===== src/cpu_pkg.sv =====
package cpu_pkg;

	typedef logic [15:0] word_t;
	typedef logic [1:0] reg_idx_t;

	typedef enum logic [3:0] {
		op_bne   = 4'd0,
		op_beq   = 4'd1,
		op_adi   = 4'd4,
		op_lhi   = 4'd6,
		op_lwd   = 4'd7,
		op_swd   = 4'd8,
		op_jmp   = 4'd9,
		op_nop   = 4'd14,
		op_rtype = 4'd15
	} opcode_t;

	typedef enum logic [5:0] {
		fn_add = 6'd0,
		fn_sub = 6'd1,
		fn_and = 6'd2,
		fn_orr = 6'd3,
		fn_hlt = 6'd29
	} funct_t;

	typedef struct packed {
		opcode_t  opcode;
		reg_idx_t rs;
		reg_idx_t rt;
		reg_idx_t rd;
		funct_t   funct;
	} r_view_t;

	typedef struct packed {
		opcode_t    opcode;
		reg_idx_t   rs;
		reg_idx_t   rt;
		logic [7:0] imm8;
	} i_view_t;

	typedef struct packed {
		opcode_t     opcode;
		logic [11:0] target12;
	} j_view_t;

	// one instruction word, three field layouts
	typedef union packed {
		r_view_t r;
		i_view_t i;
		j_view_t j;
	} instr_u;

	localparam word_t nop_word = {op_nop, 12'h000};

	typedef struct packed {
		logic  valid;
		word_t pc;
		word_t instr;
	} if_id_t;

	typedef struct packed {
		logic     valid;
		word_t    pc;
		word_t    instr;
		word_t    a;
		word_t    b;
		word_t    imm;
		logic     writes;
		reg_idx_t dest;
		logic     is_load;
		logic     is_store;
		logic     is_branch;
		logic     is_jump;
		logic     is_halt;
	} id_ex_t;

	typedef struct packed {
		logic     valid;
		word_t    pc;
		word_t    result;
		word_t    store_data;
		logic     writes;
		reg_idx_t dest;
		logic     is_load;
		logic     is_store;
		logic     is_halt;
	} ex_mem_t;

	typedef struct packed {
		logic     valid;
		word_t    pc;
		word_t    value;
		logic     writes;
		reg_idx_t dest;
		logic     is_halt;
	} mem_wb_t;

	typedef struct packed {
		logic     valid;
		word_t    pc;
		logic     writes;
		reg_idx_t dest;
		word_t    value;
		logic     halt;
	} retire_t;

	typedef struct packed {
		logic  cyc;
		logic  stb;
		logic  we;
		word_t adr;
		word_t dat_w;
	} wb_m2s_t;

	typedef struct packed {
		logic  ack;
		word_t dat_r;
	} wb_s2m_t;

endpackage

===== src/cpu_top.sv =====
module cpu_top import cpu_pkg::*; #(
	parameter word_t reset_pc = 16'h0000
) (
	input  logic    clk,
	input  logic    arst_n,
	output word_t   inst_adr,
	input  word_t   inst_dat,
	output wb_m2s_t wb_o,
	input  wb_s2m_t wb_i,
	output retire_t retire
);
	if_id_t   fetched;
	if_id_t   if_id_q;
	id_ex_t   id_ex_d;
	id_ex_t   id_ex_q;
	ex_mem_t  ex_mem_d;
	ex_mem_t  ex_mem_q;
	mem_wb_t  mem_wb_d;
	mem_wb_t  mem_wb_q;
	logic     src_a_used;
	logic     src_b_used;
	reg_idx_t src_a;
	reg_idx_t src_b;
	logic     stall;
	logic     flush;
	logic     redirect;
	word_t    redirect_pc;
	logic     halt_req;
	logic     mem_wait;

	fetch_unit #(.reset_pc(reset_pc)) u_fetch (
		.clk(clk), .arst_n(arst_n),
		.hold(mem_wait), .stall(stall),
		.redirect(redirect), .redirect_pc(redirect_pc), .halt_req(halt_req),
		.inst_dat(inst_dat), .inst_adr(inst_adr),
		.fetched(fetched)
	);

	if_id_reg u_if_id (
		.clk(clk), .arst_n(arst_n),
		.hold(mem_wait), .stall(stall), .flush(flush),
		.d(fetched), .q(if_id_q)
	);

	decode_unit u_decode (
		.clk(clk), .arst_n(arst_n),
		.in(if_id_q), .wb(mem_wb_q), .out(id_ex_d),
		.src_a_used(src_a_used), .src_b_used(src_b_used),
		.src_a(src_a), .src_b(src_b)
	);

	hazard_unit u_hazard (
		.src_a_used(src_a_used), .src_b_used(src_b_used),
		.src_a(src_a), .src_b(src_b),
		.ex(id_ex_q), .mem(ex_mem_q),
		.redirect(redirect), .stall(stall), .flush(flush)
	);

	id_ex_reg u_id_ex (
		.clk(clk), .arst_n(arst_n),
		.hold(mem_wait), .bubble(stall || flush),
		.d(id_ex_d), .q(id_ex_q)
	);

	execute_unit u_execute (
		.in(id_ex_q), .out(ex_mem_d),
		.redirect(redirect), .redirect_pc(redirect_pc), .halt_req(halt_req)
	);

	ex_mem_reg u_ex_mem (
		.clk(clk), .arst_n(arst_n),
		.hold(mem_wait),
		.d(ex_mem_d), .q(ex_mem_q)
	);

	mem_access u_mem (
		.clk(clk), .arst_n(arst_n),
		.in(ex_mem_q), .wb_o(wb_o), .wb_i(wb_i),
		.mem_wait(mem_wait), .out(mem_wb_d)
	);

	mem_wb_reg u_mem_wb (
		.clk(clk), .arst_n(arst_n),
		.hold(mem_wait),
		.d(mem_wb_d), .q(mem_wb_q)
	);

	assign retire.valid  = mem_wb_q.valid;
	assign retire.pc     = mem_wb_q.pc;
	assign retire.writes = mem_wb_q.writes;
	assign retire.dest   = mem_wb_q.dest;
	assign retire.value  = mem_wb_q.value;
	assign retire.halt   = mem_wb_q.is_halt;

endmodule


===== src/mem_access.sv =====
module mem_access import cpu_pkg::*; (
	input  logic    clk,
	input  logic    arst_n,
	input  ex_mem_t in,
	output wb_m2s_t wb_o,
	input  wb_s2m_t wb_i,
	output logic    mem_wait,
	output mem_wb_t out
);
	logic  mem_op;
	logic  req;
	logic  ack_q;
	word_t ack_pc;

	assign mem_op = in.valid && (in.is_load || in.is_store);

	// an entry already acked last cycle must not open a second bus cycle
	assign req = mem_op && !(ack_q && in.pc == ack_pc);

	always_ff @(posedge clk or negedge arst_n) begin
		if (!arst_n) begin
			ack_q <= 1'b0;
		end else begin
			ack_q <= req && wb_i.ack;
		end
	end

	always_ff @(posedge clk) begin
		if (req && wb_i.ack) begin
			ack_pc <= in.pc;
		end
	end

	assign wb_o.cyc   = req;
	assign wb_o.stb   = req;
	assign wb_o.we    = in.is_store;
	assign wb_o.adr   = in.result;
	assign wb_o.dat_w = in.store_data;

	assign mem_wait = req && !wb_i.ack;

	assign out.valid   = in.valid;
	assign out.pc      = in.pc;
	assign out.value   = in.is_load ? wb_i.dat_r : in.result;
	assign out.writes  = in.writes;
	assign out.dest    = in.dest;
	assign out.is_halt = in.is_halt;

	// ex_mem moves on at the ack edge
	a_advance_on_ack: assert property (@(posedge clk) disable iff (!arst_n)
		(wb_o.stb && wb_i.ack) |=> !in.valid || in.pc != $past(in.pc));

	// the frozen ex_mem entry keeps the request steady across wait states
	a_req_stable: assert property (@(posedge clk) disable iff (!arst_n)
		(wb_o.stb && !wb_i.ack) |=> wb_o.stb && $stable(wb_o.adr) && $stable(wb_o.we));

endmodule


===== src/execute_unit.sv =====
module execute_unit import cpu_pkg::*; (
	input  id_ex_t  in,
	output ex_mem_t out,
	output logic    redirect,
	output word_t   redirect_pc,
	output logic    halt_req
);
	opcode_t op;
	funct_t  fn;
	word_t   alu;
	word_t   br_target;
	word_t   jmp_target;
	logic    taken;

	assign op = opcode_t'(in.instr[15:12]);
	assign fn = funct_t'(in.instr[5:0]);

	always_comb begin
		case (op)
			op_rtype: begin
				case (fn)
					fn_add:  alu = in.a + in.b;
					fn_sub:  alu = in.a - in.b;
					fn_and:  alu = in.a & in.b;
					fn_orr:  alu = in.a | in.b;
					default: alu = '0;
				endcase
			end
			op_lhi: alu = in.imm;
			// also the word address of LWD/SWD
			op_adi, op_lwd, op_swd: alu = in.a + in.imm;
			default: alu = '0;
		endcase
	end

	// beq wants equal operands, bne wants them different
	assign taken      = in.is_branch && ((op == op_beq) == (in.a == in.b));
	assign br_target  = in.pc + 16'd1 + in.imm;
	assign jmp_target = {in.pc[15:12], in.imm[11:0]};

	assign redirect = in.valid && (taken || in.is_jump || in.is_halt);
	assign halt_req = in.valid && in.is_halt;

	always_comb begin
		if (in.is_halt) begin
			redirect_pc = in.pc;
		end else if (in.is_jump) begin
			redirect_pc = jmp_target;
		end else begin
			redirect_pc = br_target;
		end
	end

	assign out.valid      = in.valid;
	assign out.pc         = in.pc;
	assign out.result     = alu;
	assign out.store_data = in.b;
	assign out.writes     = in.writes;
	assign out.dest       = in.dest;
	assign out.is_load    = in.is_load;
	assign out.is_store   = in.is_store;
	assign out.is_halt    = in.is_halt;

endmodule


===== src/hazard_unit.sv =====
module hazard_unit import cpu_pkg::*; (
	input  logic     src_a_used,
	input  logic     src_b_used,
	input  reg_idx_t src_a,
	input  reg_idx_t src_b,
	input  id_ex_t   ex,
	input  ex_mem_t  mem,
	input  logic     redirect,
	output logic     stall,
	output logic     flush
);
	logic ex_wr;
	logic mem_wr;
	logic hit_a;
	logic hit_b;

	// producers still ahead of writeback
	assign ex_wr  = ex.valid && ex.writes;
	assign mem_wr = mem.valid && mem.writes;

	assign hit_a = src_a_used && ((ex_wr && ex.dest == src_a) || (mem_wr && mem.dest == src_a));
	assign hit_b = src_b_used && ((ex_wr && ex.dest == src_b) || (mem_wr && mem.dest == src_b));

	assign stall = hit_a || hit_b;
	assign flush = redirect;

endmodule


===== src/decode_unit.sv =====
module decode_unit import cpu_pkg::*; (
	input  logic     clk,
	input  logic     arst_n,
	input  if_id_t   in,
	input  mem_wb_t  wb,
	output id_ex_t   out,
	output logic     src_a_used,
	output logic     src_b_used,
	output reg_idx_t src_a,
	output reg_idx_t src_b
);
	instr_u iw;
	word_t  rd_a;
	word_t  rd_b;
	logic   use_a;
	logic   use_b;

	assign iw    = in.instr;
	assign src_a = iw.i.rs;
	assign src_b = iw.i.rt;

	reg_file u_rf (
		.clk(clk), .arst_n(arst_n),
		.ra(src_a), .rb(src_b),
		.a(rd_a), .b(rd_b),
		.we(wb.valid && wb.writes),
		.wa(wb.dest),
		.wd(wb.value)
	);

	always_comb begin
		out       = '0;
		out.valid = in.valid;
		out.pc    = in.pc;
		out.instr = in.instr;
		out.a     = rd_a;
		out.b     = rd_b;
		out.imm   = {{8{iw.i.imm8[7]}}, iw.i.imm8};
		out.dest  = iw.i.rt;
		use_a     = 1'b0;
		use_b     = 1'b0;
		case (iw.r.opcode)
			op_rtype: begin
				out.is_halt = iw.r.funct == fn_hlt;
				if (iw.r.funct inside {fn_add, fn_sub, fn_and, fn_orr}) begin
					out.writes = 1'b1;
					out.dest   = iw.r.rd;
					use_a      = 1'b1;
					use_b      = 1'b1;
				end
			end
			op_adi: begin
				out.writes = 1'b1;
				use_a      = 1'b1;
			end
			op_lhi: begin
				out.writes = 1'b1;
				out.imm    = {iw.i.imm8, 8'h00};
			end
			op_lwd: begin
				out.writes  = 1'b1;
				out.is_load = 1'b1;
				use_a       = 1'b1;
			end
			op_swd: begin
				out.is_store = 1'b1;
				use_a        = 1'b1;
				use_b        = 1'b1;
			end
			op_bne, op_beq: begin
				out.is_branch = 1'b1;
				use_a         = 1'b1;
				use_b         = 1'b1;
			end
			op_jmp: begin
				out.is_jump = 1'b1;
				out.imm     = {4'h0, iw.j.target12};
			end
			default: begin
				out.writes = 1'b0;
			end
		endcase
	end

	// an empty slot must never trigger the interlock
	assign src_a_used = in.valid && use_a;
	assign src_b_used = in.valid && use_b;

endmodule


===== src/reg_file.sv =====
module reg_file import cpu_pkg::*; (
	input  logic     clk,
	input  logic     arst_n,
	input  reg_idx_t ra,
	input  reg_idx_t rb,
	output word_t    a,
	output word_t    b,
	input  logic     we,
	input  reg_idx_t wa,
	input  word_t    wd
);
	word_t regs [4];

	always_ff @(posedge clk or negedge arst_n) begin
		if (!arst_n) begin
			for (int i = 0; i < 4; i++) begin
				regs[i] <= '0;
			end
		end else if (we) begin
			regs[wa] <= wd;
		end
	end

	// write-through, decode sees the value being written back this cycle
	assign a = (we && wa == ra) ? wd : regs[ra];
	assign b = (we && wa == rb) ? wd : regs[rb];

endmodule


===== src/fetch_unit.sv =====
module fetch_unit import cpu_pkg::*; #(
	parameter word_t reset_pc = 16'h0000
) (
	input  logic   clk,
	input  logic   arst_n,
	input  logic   hold,
	input  logic   stall,
	input  logic   redirect,
	input  word_t  redirect_pc,
	input  logic   halt_req,
	input  word_t  inst_dat,
	output word_t  inst_adr,
	output if_id_t fetched
);
	word_t pc;
	logic  halted;

	always_ff @(posedge clk or negedge arst_n) begin
		if (!arst_n) begin
			pc     <= reset_pc;
			halted <= 1'b0;
		end else if (!hold && !halted) begin
			// redirect from execute beats the interlock
			if (redirect) begin
				pc     <= redirect_pc;
				halted <= halt_req;
			end else if (!stall) begin
				pc <= pc + 16'd1;
			end
		end
	end

	assign inst_adr      = pc;
	assign fetched.valid = !halted;
	assign fetched.pc    = pc;
	assign fetched.instr = halted ? nop_word : inst_dat;

endmodule


===== src/pipe_regs.sv =====
module if_id_reg import cpu_pkg::*; (
	input  logic   clk,
	input  logic   arst_n,
	input  logic   hold,
	input  logic   stall,
	input  logic   flush,
	input  if_id_t d,
	output if_id_t q
);
	localparam if_id_t bubble_rec = '{valid: 1'b0, pc: '0, instr: nop_word};

	always_ff @(posedge clk or negedge arst_n) begin
		if (!arst_n) begin
			q <= bubble_rec;
		end else if (!hold) begin
			if (flush) begin
				q <= bubble_rec;
			end else if (!stall) begin
				q <= d;
			end
		end
	end

endmodule

module id_ex_reg import cpu_pkg::*; (
	input  logic   clk,
	input  logic   arst_n,
	input  logic   hold,
	input  logic   bubble,
	input  id_ex_t d,
	output id_ex_t q
);
	localparam id_ex_t bubble_rec = '{instr: nop_word, default: '0};

	always_ff @(posedge clk or negedge arst_n) begin
		if (!arst_n) begin
			q <= bubble_rec;
		end else if (!hold) begin
			q <= bubble ? bubble_rec : d;
		end
	end

endmodule

module ex_mem_reg import cpu_pkg::*; (
	input  logic    clk,
	input  logic    arst_n,
	input  logic    hold,
	input  ex_mem_t d,
	output ex_mem_t q
);
	always_ff @(posedge clk or negedge arst_n) begin
		if (!arst_n) begin
			q <= '0;
		end else if (!hold) begin
			q <= d;
		end
	end

endmodule

module mem_wb_reg import cpu_pkg::*; (
	input  logic    clk,
	input  logic    arst_n,
	input  logic    hold,
	input  mem_wb_t d,
	output mem_wb_t q
);
	// writeback must not repeat while memory waits, so hold means bubble here
	always_ff @(posedge clk or negedge arst_n) begin
		if (!arst_n) begin
			q <= '0;
		end else if (hold) begin
			q <= '0;
		end else begin
			q <= d;
		end
	end

endmodule


===== config.mk =====
export PLATFORM = sky130hd
export DESIGN_NAME = cpu_top
export DESIGN_NICKNAME = d
export VERILOG_FILES = /design/src/cpu_pkg.sv /design/src/cpu_top.sv /design/src/mem_access.sv /design/src/execute_unit.sv /design/src/hazard_unit.sv /design/src/decode_unit.sv /design/src/reg_file.sv /design/src/fetch_unit.sv /design/src/pipe_regs.sv
export SDC_FILE = /design/constraint.sdc
export NUM_CORES = 1
export LEC_CHECK = 0
export ABC_CLOCK_PERIOD_IN_PS = 3850
export BUFFER_PORTS_ARGS = -buffer_cell sky130_fd_sc_hd__buf_2
export CORE_MARGIN = 2
export CORE_UTILIZATION = 61
export CTS_CLUSTER_DIAMETER = 60
export DETAILED_ROUTE_END_ITERATION = 16
export PLACE_DENSITY = 0.91
export SLEW_MARGIN = 20
export SYNTH_ARGS = -nofsm -noshare
export SYNTH_HDL_FRONTEND = slang
export SYNTH_SLANG_ARGS = --single-unit

===== constraint.sdc =====
create_clock -name clk -period 3.85 [get_ports clk]
set_clock_uncertainty 0.2 [all_clocks]
set_input_delay 0.77 -clock clk [delete_from_list [all_inputs] [get_ports clk]]
set_output_delay 0.77 -clock clk [all_outputs]
set_load 0.02 [all_outputs]

**After elaboration in Yosys (flattened, before gate mapping)**

Cells that the tools add are included.

- Add/sub/neg operators: 6
- Order comparisons: 4
- Equality and inequality tests: 30
- Mux-type cells: 35
- Bitwise logic cells: 6
- Reductions and logical operators: 46

Operators with widths:

| kind | count |
|---|---|
| $mux 16 | 13 |
| $mux 89 | 1 |
| $mux 33 | 2 |
| $bmux 16 s2 | 2 |
| $bwmux 64 | 1 |
| $pmux 16 s4 | 1 |
| $add 16x16->16 | 3 |
| $pmux 16 s3 | 1 |
| $mux 37 | 1 |
| $add 16x1->16 const B | 2 |
| $demux 16 s2 | 1 |
| $eq 16x16->1 | 2 |
| $pmux 16 s2 | 1 |
| $eq 4x3->1 const B | 6 |
| $eq 6x2->1 const B | 4 |
| $logic_and 1x1->1 | 23 |
| $eq 4x4->1 const B | 5 |
| $and 16x16->16 | 1 |
| $or 16x16->16 | 1 |
| $sub 16x16->16 | 1 |
| $eq 2x2->1 | 6 |
| $eq 6x1->1 const B | 2 |
| $logic_not 6->1 | 2 |
| $ge 3x3->1 const B | 3 |
| other kinds (19) | 42 |

- Flip-flop bits (word level): 312
- Input port bits: 35
- Output and inout port bits: 88
- Word-level logic and storage cells: 166

**Logic depth before layout (Yosys ltp)**

Gate-level depths: netlist (run 1).

- Depth in word-level cells: 9
- Depth in mapped cells: 14
- Depth with buffers taken out: 13

**Modules after synthesis**

A second synthesis (run 1) with hierarchy kept.

- Cell total of the unflattened synthesis: 1981
- Area total of the unflattened synthesis: 20676.1 um^2

By module, submodules not included:

| module | instances | cells an instance | area each (um^2) | sequential area each (um^2) |
|---|---|---|---|---|
| execute_unit | 1 | 613 | 4281.6 | 0.0 |
| reg_file | 1 | 219 | 3771.1 | 1601.5 |
| id_ex_reg | 1 | 384 | 3763.6 | 2230.9 |
| ex_mem_reg | 1 | 116 | 2294.7 | 1376.3 |
| if_id_reg | 1 | 180 | 1915.6 | 829.5 |
| fetch_unit | 1 | 168 | 1345.0 | 425.4 |
| mem_access | 1 | 120 | 1340.0 | 505.5 |
| mem_wb_reg | 1 | 77 | 1208.7 | 925.9 |
| decode_unit | 1 | 80 | 610.6 | 0.0 |
| hazard_unit | 1 | 23 | 138.9 | 0.0 |
| cpu_top | 1 | 1 | 6.3 | 0.0 |

**Worst setup path after synthesis (run 1)**

Ideal clock, no wire load.

- Path kind: reg-to-reg
- From: register u_id_ex.q[8] in the netlist's numbering
- To: register u_ex_mem.q[36] in the netlist's numbering
- Setup time: 0.082 ns
- Arrival: 2.554 ns
- Data required time: 3.568 ns
- Slack: 1.014 ns
- Stages on the path, launching flop included: 12
- Buffers on the path: 0
- Period minus slack after synthesis: 2.836 ns
- Path through: dfrtp_1 > ha_1 > fa_1 > a21o_1 > a21oi_1 > o21ai_0 > a31o_2 > o211a_1 > o21ai_0 > mux2i_1 > a21oi_1 > a31oi_1

- Word-level cells in the longest chain between the ends: 2

Ends and longest elaborated chain:

| element | RTL line | RTL |
|---|---|---|
| start, declared | pipe_regs.sv:32 | `output id_ex_t q` |
| start signal, assigned | pipe_regs.sv:38 | `q <= bubble_rec;` |
| start signal, assigned | pipe_regs.sv:40 | `q <= bubble ? bubble_rec : d;` |
| $add 16x16->16 | execute_unit.sv:31 | `op_adi, op_lwd, op_swd: alu = in.a + in.imm;` |
| $pmux 16 s3 | execute_unit.sv:19 | `case (op)` |
| end signal, assigned | pipe_regs.sv:55 | `q <= '0;` |
| end signal, assigned | pipe_regs.sv:57 | `q <= d;` |
| end, declared | pipe_regs.sv:51 | `output ex_mem_t q` |

No other way between the ends.
A chain may end at the register's enable or synchronous reset.

**Final worst setup path (run 1)**

- From: register u_id_ex.q[47] in the netlist's numbering
- To: register u_fetch.pc[12] (netlist: u_fetch.inst_adr[12])

- Word-level cells in the longest chain between the ends: 8
- Elaborated cells on any way between the ends: 9
- Those cells by class: eq/ne (3); mux (1); reduce/logical (5)

Ends and longest elaborated chain:

| element | RTL line | RTL |
|---|---|---|
| $eq 16x16->1 (*) | execute_unit.sv:37 | `assign taken = in.is_branch && ((op == op_beq) == (in.a == in.b));` |
| $eq 1x1->1 (*) | execute_unit.sv:37 |  |
| $logic_and 1x1->1 (*) | execute_unit.sv:37 |  |
| $logic_or 1x1->1 (*) (2 in series) | execute_unit.sv:41 | `assign redirect = in.valid && (taken \|\| in.is_jump \|\| in.is_halt);` |
| $logic_and 1x1->1 (*) | execute_unit.sv:41 |  |
| $ne 2x1->1 (no line) | - |  |
| $reduce_and 2->1 (no line) | - |  |
| end signal, assigned | fetch_unit.sv:20 | `pc <= reset_pc;` |
| end signal, assigned | fetch_unit.sv:25 | `pc <= redirect_pc;` |
| end signal, assigned | fetch_unit.sv:28 | `pc <= pc + 16'd1;` |
| end, declared | fetch_unit.sv:15 | `word_t pc;` |

Every way passes the cells marked *; elsewhere a longest branch is shown, timed or not.

==> results of run 1 <==
[repair_timing]
item / 4_1_cts / 5_1_grt
endpoints found under the setup margin: 0 / 11
resized for setup: 0 / 2
hold buffers: 0 / 0
[cells in the final DEF (no fill, tap or decap), types with 9 or more instances in the layout]
master     Yosys  routed
nand2_1      246     246
nor4_1         9       9
o21bai_1       9       9
clkbuf_16      0      36
nor3_1        26      23
dfrtp_1      284     284
buf_2         31     121
a31oi_1       24      23
o22ai_1       37      37
buf_4         39      27
nand2b_1      18      17
a221oi_1      10      10
ha_1          81      81
mux4_2        32      32
inv_1         62      62
o211ai_1       9       9
nand4_1       10      10
edfxtp_1      16      16
o21ai_0       98      98
xor2_1        20      20
xnor2_1       41      41
mux2i_1       35      35
nor2_1        88      88
a21oi_1       87      86
nor2b_1       31      31
a22o_1        30      30
mux2_2       106     106
nand3_1       19      19
o31ai_1       22      22
[cell usage after synthesis, types with 10 or more instances]
cell / instances
nand2b_1: 18
ha_1: 81
dfrtp_1: 284
buf_2: 31
buf_4: 39
mux4_2: 32
nand3_1: 19
nand4_1: 10
xor2_1: 20
xnor2_1: 41
a31oi_1: 24
nor2b_1: 31
inv_1: 62
nor3_1: 26
nor2_1: 88
clkbuf_1: 50
o21ai_0: 98
a22o_1: 30
o22ai_1: 37
mux2_2: 106
a221oi_1: 10
buf_1: 12
a21oi_1: 87
o31ai_1: 22
mux2i_1: 35
edfxtp_1: 16
nand2_1: 246
[registers in the layout (all words and copies together), names as in the netlist]
| register | count |
|---|---|
| u_id_ex.q | 83 |
| u_decode.u_rf.regs | 64 |
| u_ex_mem.q | 55 |
| u_mem_wb.q | 37 |
| u_if_id.q | 33 |
| u_fetch.inst_adr | 16 |
| u_mem.ack_pc | 16 |
| u_fetch.halted | 1 |
| u_mem.ack_q | 1 |
[worst min path at each step]
stage / startpoint / endpoint / slack (ps) / depth (start not counted)
6_report: arst_n / u_mem_wb.q[12]$_DFF_PN0_ / -20 / 1
5_1_grt: arst_n / u_mem_wb.q[12]$_DFF_PN0_ / 40 / 1
4_1_cts: arst_n / u_mem_wb.q[12]$_DFF_PN0_ / 8 / 1
3_5_place_dp: u_ex_mem.q[10]$_DFFE_PN0N_ / u_ex_mem.q[10]$_DFFE_PN0N_ / 270 / 2
3_3_place_gp: u_id_ex.q[61]$_DFFE_PN0N_ / u_id_ex.q[61]$_DFFE_PN0N_ / 250 / 2
2_1_floorplan: u_id_ex.q[60]$_DFFE_PN0N_ / u_id_ex.q[60]$_DFFE_PN0N_ / 240 / 2
[metrics by stage]
step                      total power, mW  area, µm²  worst slack, ps  hold slack [ps]  instances
after floorplan                      12.6      17400             1010              241       1713
after global placement               15.0      18200              376              254       2114
after detailed placement             15.4      18200              278              265       2114
after CTS                            18.9      19400              236             8.28       2178
after global routing                 20.3      19400             62.8             39.8       2179
final                                19.2      19400              200            -18.0       2180
[final cells by class]
class                           instances  area (µm²)  area share, %
Antenna cell                            2        5.00         0.0258
Clock buffer                           51        1040           5.35
Clock inverter                         13         120          0.620
Inverter                               63         236           1.22
Multi-Input combinational cell       1212        8820           45.5
Sequential cell                       306        7740           40.0
Tap cell                              378         473           2.44
Timing Repair Buffer                  155         943           4.87
[per-layer routing]
metal  wire length (µm)  track usage, %  part of all wire (%)
met1              19900            46.4                    40
met2              21900            49.4                    44
met3               5550            7.76                    11
met4               2290            14.4                   4.6
met5                  0               0                     0
[report_power, final]
part | switching [mW] | total (mW) | internal (mW)
Combinational | 5.65 | 9.57 | 3.92
Sequential | 1.72 | 6.32 | 4.60
Clock | 1.38 | 3.33 | 1.96
[kinds of logic (layout without fill, tap and decap cells)]
logic type,after synthesis,after routing
flip-flops,306,306
buffers and inverters,195,282
other,0,2
multiplexers,173,173
AND/OR/NAND/NOR,490,490
adder cells (fa/ha/maj),86,86
XOR/XNOR,61,61
AO/OA/AOI/OAI,402,402
==> flow_summary.toml, run 1 <==
[routing]
vias = 14400
drtPass1Iterations = 6
vias_per_cell = 6.59
avgRoutedWirePerCell_um = 22.8
drtIter0Drc = 2180
drt.antenna.violating_nets = 0
drc = 0
wl_mm = 49.7

[sta]
fin_crit_sh_pct = 94.8
max_slew_margin_pct = 24.8
whs_ps = -18.0
hold_violations = 7
max_freq_mhz = 274
rsz0062_at_grt = "false"
tightestPinTransition_ps = 1120
drv_slew = 0
tns_ps = 0
finalCriticalPeriod_ps = 3650
setup_viol = 0

[global_routing]
grt_pass1_wl_mm = 78.6
grt_max_degree = 165
grt.total_usage_pct = 33.0
grt_pass1_vias = 14000
grt_overflow = 0
grt_antenna_before_repair = 1

[clock_tree]
clk_pin_slew_ps = 60
cts_made_buffers = 35
cts_buffer_depth = 3
numClockSinks = 306
post_cts_buffers = 0
cts-htree-levels = 2
cts_tree = "built"
clock_latency_ps = 540
clockRootBuffer = "clkbuf_16"

[synth]
synth_edf_count = 16
synth_top_family_by_area = "compound AO/OA/AOI/OAI gates"
synth_xor_area_share_pct = 3.06
ys.flop_type = "dfrtp_1"
synth_top_area_share_pct = 40.8
synth_warnings = 0
ys_async_sr_fraction_pct = 94.8
synthAdderAreaFrac_pct = 6.33
synth_nets = 1833
syn_avg_cell_area_um2 = 10.2
synth.area.mux_share_pct = 13.0
ys_ff_latch = 306
synthSimpleGateAreaFrac_pct = 12.9
synth_top_cell_by_area = "dfrtp_1"
synth_cell_type_count = 85
synth_area_leaders = "dfrtp_1, mux2_2, ha_1, nand2_1, mux4_2"
synth-seq-area-share_pct = 44.4
synth_compound_area_share_pct = 15.0
synth.cell_area_um2 = 17400
syn_inst = 1713

[placement]
gp_congestion = 0.961
port_buffers = 122
place.detailed.hpwl_mm = 34.3

[cells_and_area]
final_net_count = 1893
syn_to_final_growth_pct = 11.2
n_fill_cell = 1979
layout-drive-gt1-share_pct = 21.6
fin_util_pct = 69.4

[floorplan]
ios = 123
die_w_um = 173
start_util_pct = 62.4
die_h_um = 173
die-area_um2 = 29900
fp.coreArea_um2 = 27900
rows = 61

[hold_path]
min_path_type = "in2async"

[setup_path]
required_ps = 4050
crit_family = "simple AND/OR/NAND/NOR gates"
rr_worst_depth = 11
arrival_ps = 3850
r2r_start = "u_id_ex.q[47]$_DFFE_PN0N_"
cp_slowest_cell = "ha_1"
rrSetupSlack_ps = 200
startpoint = "u_id_ex.q[47]$_DFFE_PN0N_"
endpoint = "u_fetch.inst_adr[12]$_DFFE_PN0P_"
cp-start-kind = "flip-flop"
path_buf_inv = 2
crit_path_cell_trace = "inv_1, ha_1, nor4_2, and3_1, a31o_1, a31oi_2, nand2b_1, buf_4, nor3_1, o211ai_1, o311a_1"
cp-end-kind = "flip-flop"
worstSetupPathType = "reg2reg"
crit_path_max_fanout = 20
critPathMaxStageDelay_ps = 450
r2r_end = "u_fetch.inst_adr[12]$_DFFE_PN0P_"
cp.depth = 11

[power_and_ir_drop]
irDropWorstVdd_mv = 0.592
p_per_area_nw_per_um2 = 992
power.leakage_nw = 8.81

[run_status]
failed_checks = "negative hold slack"
outcome = "finished with violations"

[run]
drv_cap = 0
Power figures use the tool's default switching activity.
==> run 2, diff against run 1 <==
Settings changed: CORE_MARGIN 2 to 5.
==> run 2 against run 1 <==
Effect of this change: critical path depth did not move; sequential share of layout area fell by 0.064 points; via count rose by 1.1%; wire length rose by 3.3%; clock power barely moved; clock-buffer cell count fell by 9; the flow now finishes without violations.
==> flow_summary.toml, run 2 (synthesis gave the netlist of run 1 again) <==
[sta]
drv_slew = 0
hold_violations = 0
tns_ps = 0
max_freq_mhz = 262
finalCriticalPeriod_ps = 3820
max_slew_margin_pct = 27.6
worst_slack_ps = 27.8
setup_viol = 0
fin_crit_sh_pct = 99.3
rsz0062_at_grt = "false"
tightestPinTransition_ps = 1080

[clock_tree]
post_cts_buffers = 0
clock_latency_ps = 520
cts_buffer_depth = 3
clockRootBuffer = "clkbuf_16"
cts_resized = 0
numClockSinks = 306
cts_tree = "built"
cts-htree-levels = 2
clk_pin_slew_ps = 70
hold_buffers = 0
cts_made_buffers = 35

[global_routing]
grt.total_usage_pct = 32.0
grtUsageMet3_pct = 8.18
met1_usage_pct = 45.1
grt-busiest-layer = "met2"
grt_antenna_before_repair = 3
grt_pass1_vias = 13800
grt_use_met2_pct = 47.5
grt_max_degree = 165
grt_pass1_wl_mm = 79.7
grt_overflow = 0

[setup_path]
cp-end-kind = "flip-flop"
rrSetupSlack_ps = 30
startpoint = "u_id_ex.q[47]$_DFFE_PN0N_"
worstSetupPathType = "reg2reg"
crit_path_max_fanout = 19
arrival_ps = 4010
required_ps = 4040
rr_worst_depth = 11
cp-start-kind = "flip-flop"
r2r_start = "u_id_ex.q[47]$_DFFE_PN0N_"
endpoint = "u_id_ex.q[0]$_DFFE_PN0N_"
r2r_end = "u_id_ex.q[0]$_DFFE_PN0N_"

[floorplan]
die-area_um2 = 32100
ios = 123
die_w_um = 179
die_h_um = 179
rows = 61
fp.coreArea_um2 = 28000
start_util_pct = 62.2

[cells_and_area]
regArea_um2 = 7740
syn_to_final_growth_pct = 11.4
multiInputGateArea_um2 = 8810
final_cell_mix = "dfrtp_1, nand2_1, buf_2, mux2_2, o21ai_0"
layout-drive-gt1-share_pct = 22.0
largest-register = "u_id_ex.q"
final_net_count = 1902
layout_commonest_cell = "dfrtp_1"
largest_reg_flops = 83
n_fill_cell = 1923
reg_top3 = "u_id_ex.q: 83 flops, u_decode.u_rf.regs: 64 flops, u_ex_mem.q: 55 flops"
fin_area_um2 = 19400

[routing]
drtPass1Iterations = 7
drt.antenna.violating_nets = 0
drc = 0
avgRoutedWirePerCell_um = 23.5
vias = 14500
drtIter0Drc = 2110
wl_mm = 51.4
vias_per_cell = 6.64

[run_status]
outcome = "finished clean"

[run]
drv_cap = 0

[power_and_ir_drop]
p_per_area_nw_per_um2 = 995
irDropWorstVdd_mv = 0.755
power.leakage_nw = 8.86

[placement]
post-place-ws_ps = 401
port_buffers = 122
gp_congestion = 0.963
placed_cell_area_um2 = 18300
place.detailed.hpwl_mm = 34.7

[hold_path]
min_path_type = "in2async"
==> run 2: changes by cell type in the layout (fill, tap and decap cells not counted), moves of 2 or more <==
cell       delta
buf_4        +10
clkinv_2      +6
clkbuf_1      -5
clkbuf_8      -3
bufinv_16     +2
diode_2       +2
==> run 2: layout make-up <==
cell class              count  share of cell area, %
inverters                  63                   1.22
flip-flops and latches    306                   39.9
repair buffers            164                   5.14
clock buffers              42                   4.90
multi-input cells        1212                   45.4
well taps                 378                   2.44
diodes                      4                 0.0516
clock inverters            19                  0.960
==> run 2: routing by layer <==
metal	vias to the layer above	routed length [µm]
met5	-	0
met4	0	2630
met3	202	6250
met2	1082	22700
met1	7000	19800
li1	6254	-
==> run 2: worst max-delay path, stage by stage, from the launching register on <==
cell,delay (ps)
dfrtp_1,420
inv_1,80
ha_1,450
nor4_2,430
and3_1,310
nand4_1,120
a31oi_1,430
nand2b_1,280
nand2_4,220
inv_1,240
nand2_1,150
o31ai_1,360
==> run 2: metrics by stage <==
| step | total power, mW | hold WS [ps] | utilization, % | instances |
|---|---|---|---|---|
| finish | 19.3 | 39.3 | 69.3 | 2188 |
| global placement | 15.0 | 255 | 65.2 | 2123 |
| global route | 20.3 | 112 | 69.3 | 2188 |
| CTS | 19.0 | 85.7 | 69.3 | 2184 |
| floorplan | 12.6 | 241 | - | 1713 |
| detailed placement | 15.5 | 266 | 65.2 | 2123 |
==> run 2: worst min path at each step <==
| stage | startpoint | endpoint | slack [ps] | cells past startpoint |
|---|---|---|---|---|
| 2_1_floorplan | u_id_ex.q[60]$_DFFE_PN0N_ | u_id_ex.q[60]$_DFFE_PN0N_ | 240 | 2 |
| 3_3_place_gp | u_id_ex.q[59]$_DFFE_PN0N_ | u_id_ex.q[59]$_DFFE_PN0N_ | 250 | 2 |
| 3_5_place_dp | u_ex_mem.q[6]$_DFFE_PN0N_ | u_ex_mem.q[6]$_DFFE_PN0N_ | 270 | 2 |
| 4_1_cts | arst_n | u_mem_wb.q[11]$_DFF_PN0_ | 90 | 1 |
| 5_1_grt | arst_n | u_mem_wb.q[11]$_DFF_PN0_ | 110 | 1 |
| 6_report | arst_n | u_mem_wb.q[11]$_DFF_PN0_ | 40 | 1 |
==> run 2: power by group <==
group	internal, mW	leakage, nW	switching, mW	total (mW)
clock network	1.97	0.573	1.38	3.35
registers	4.60	3.86	1.71	6.32
logic	3.95	4.42	5.70	9.64
total	10.5	8.86	8.79	19.3
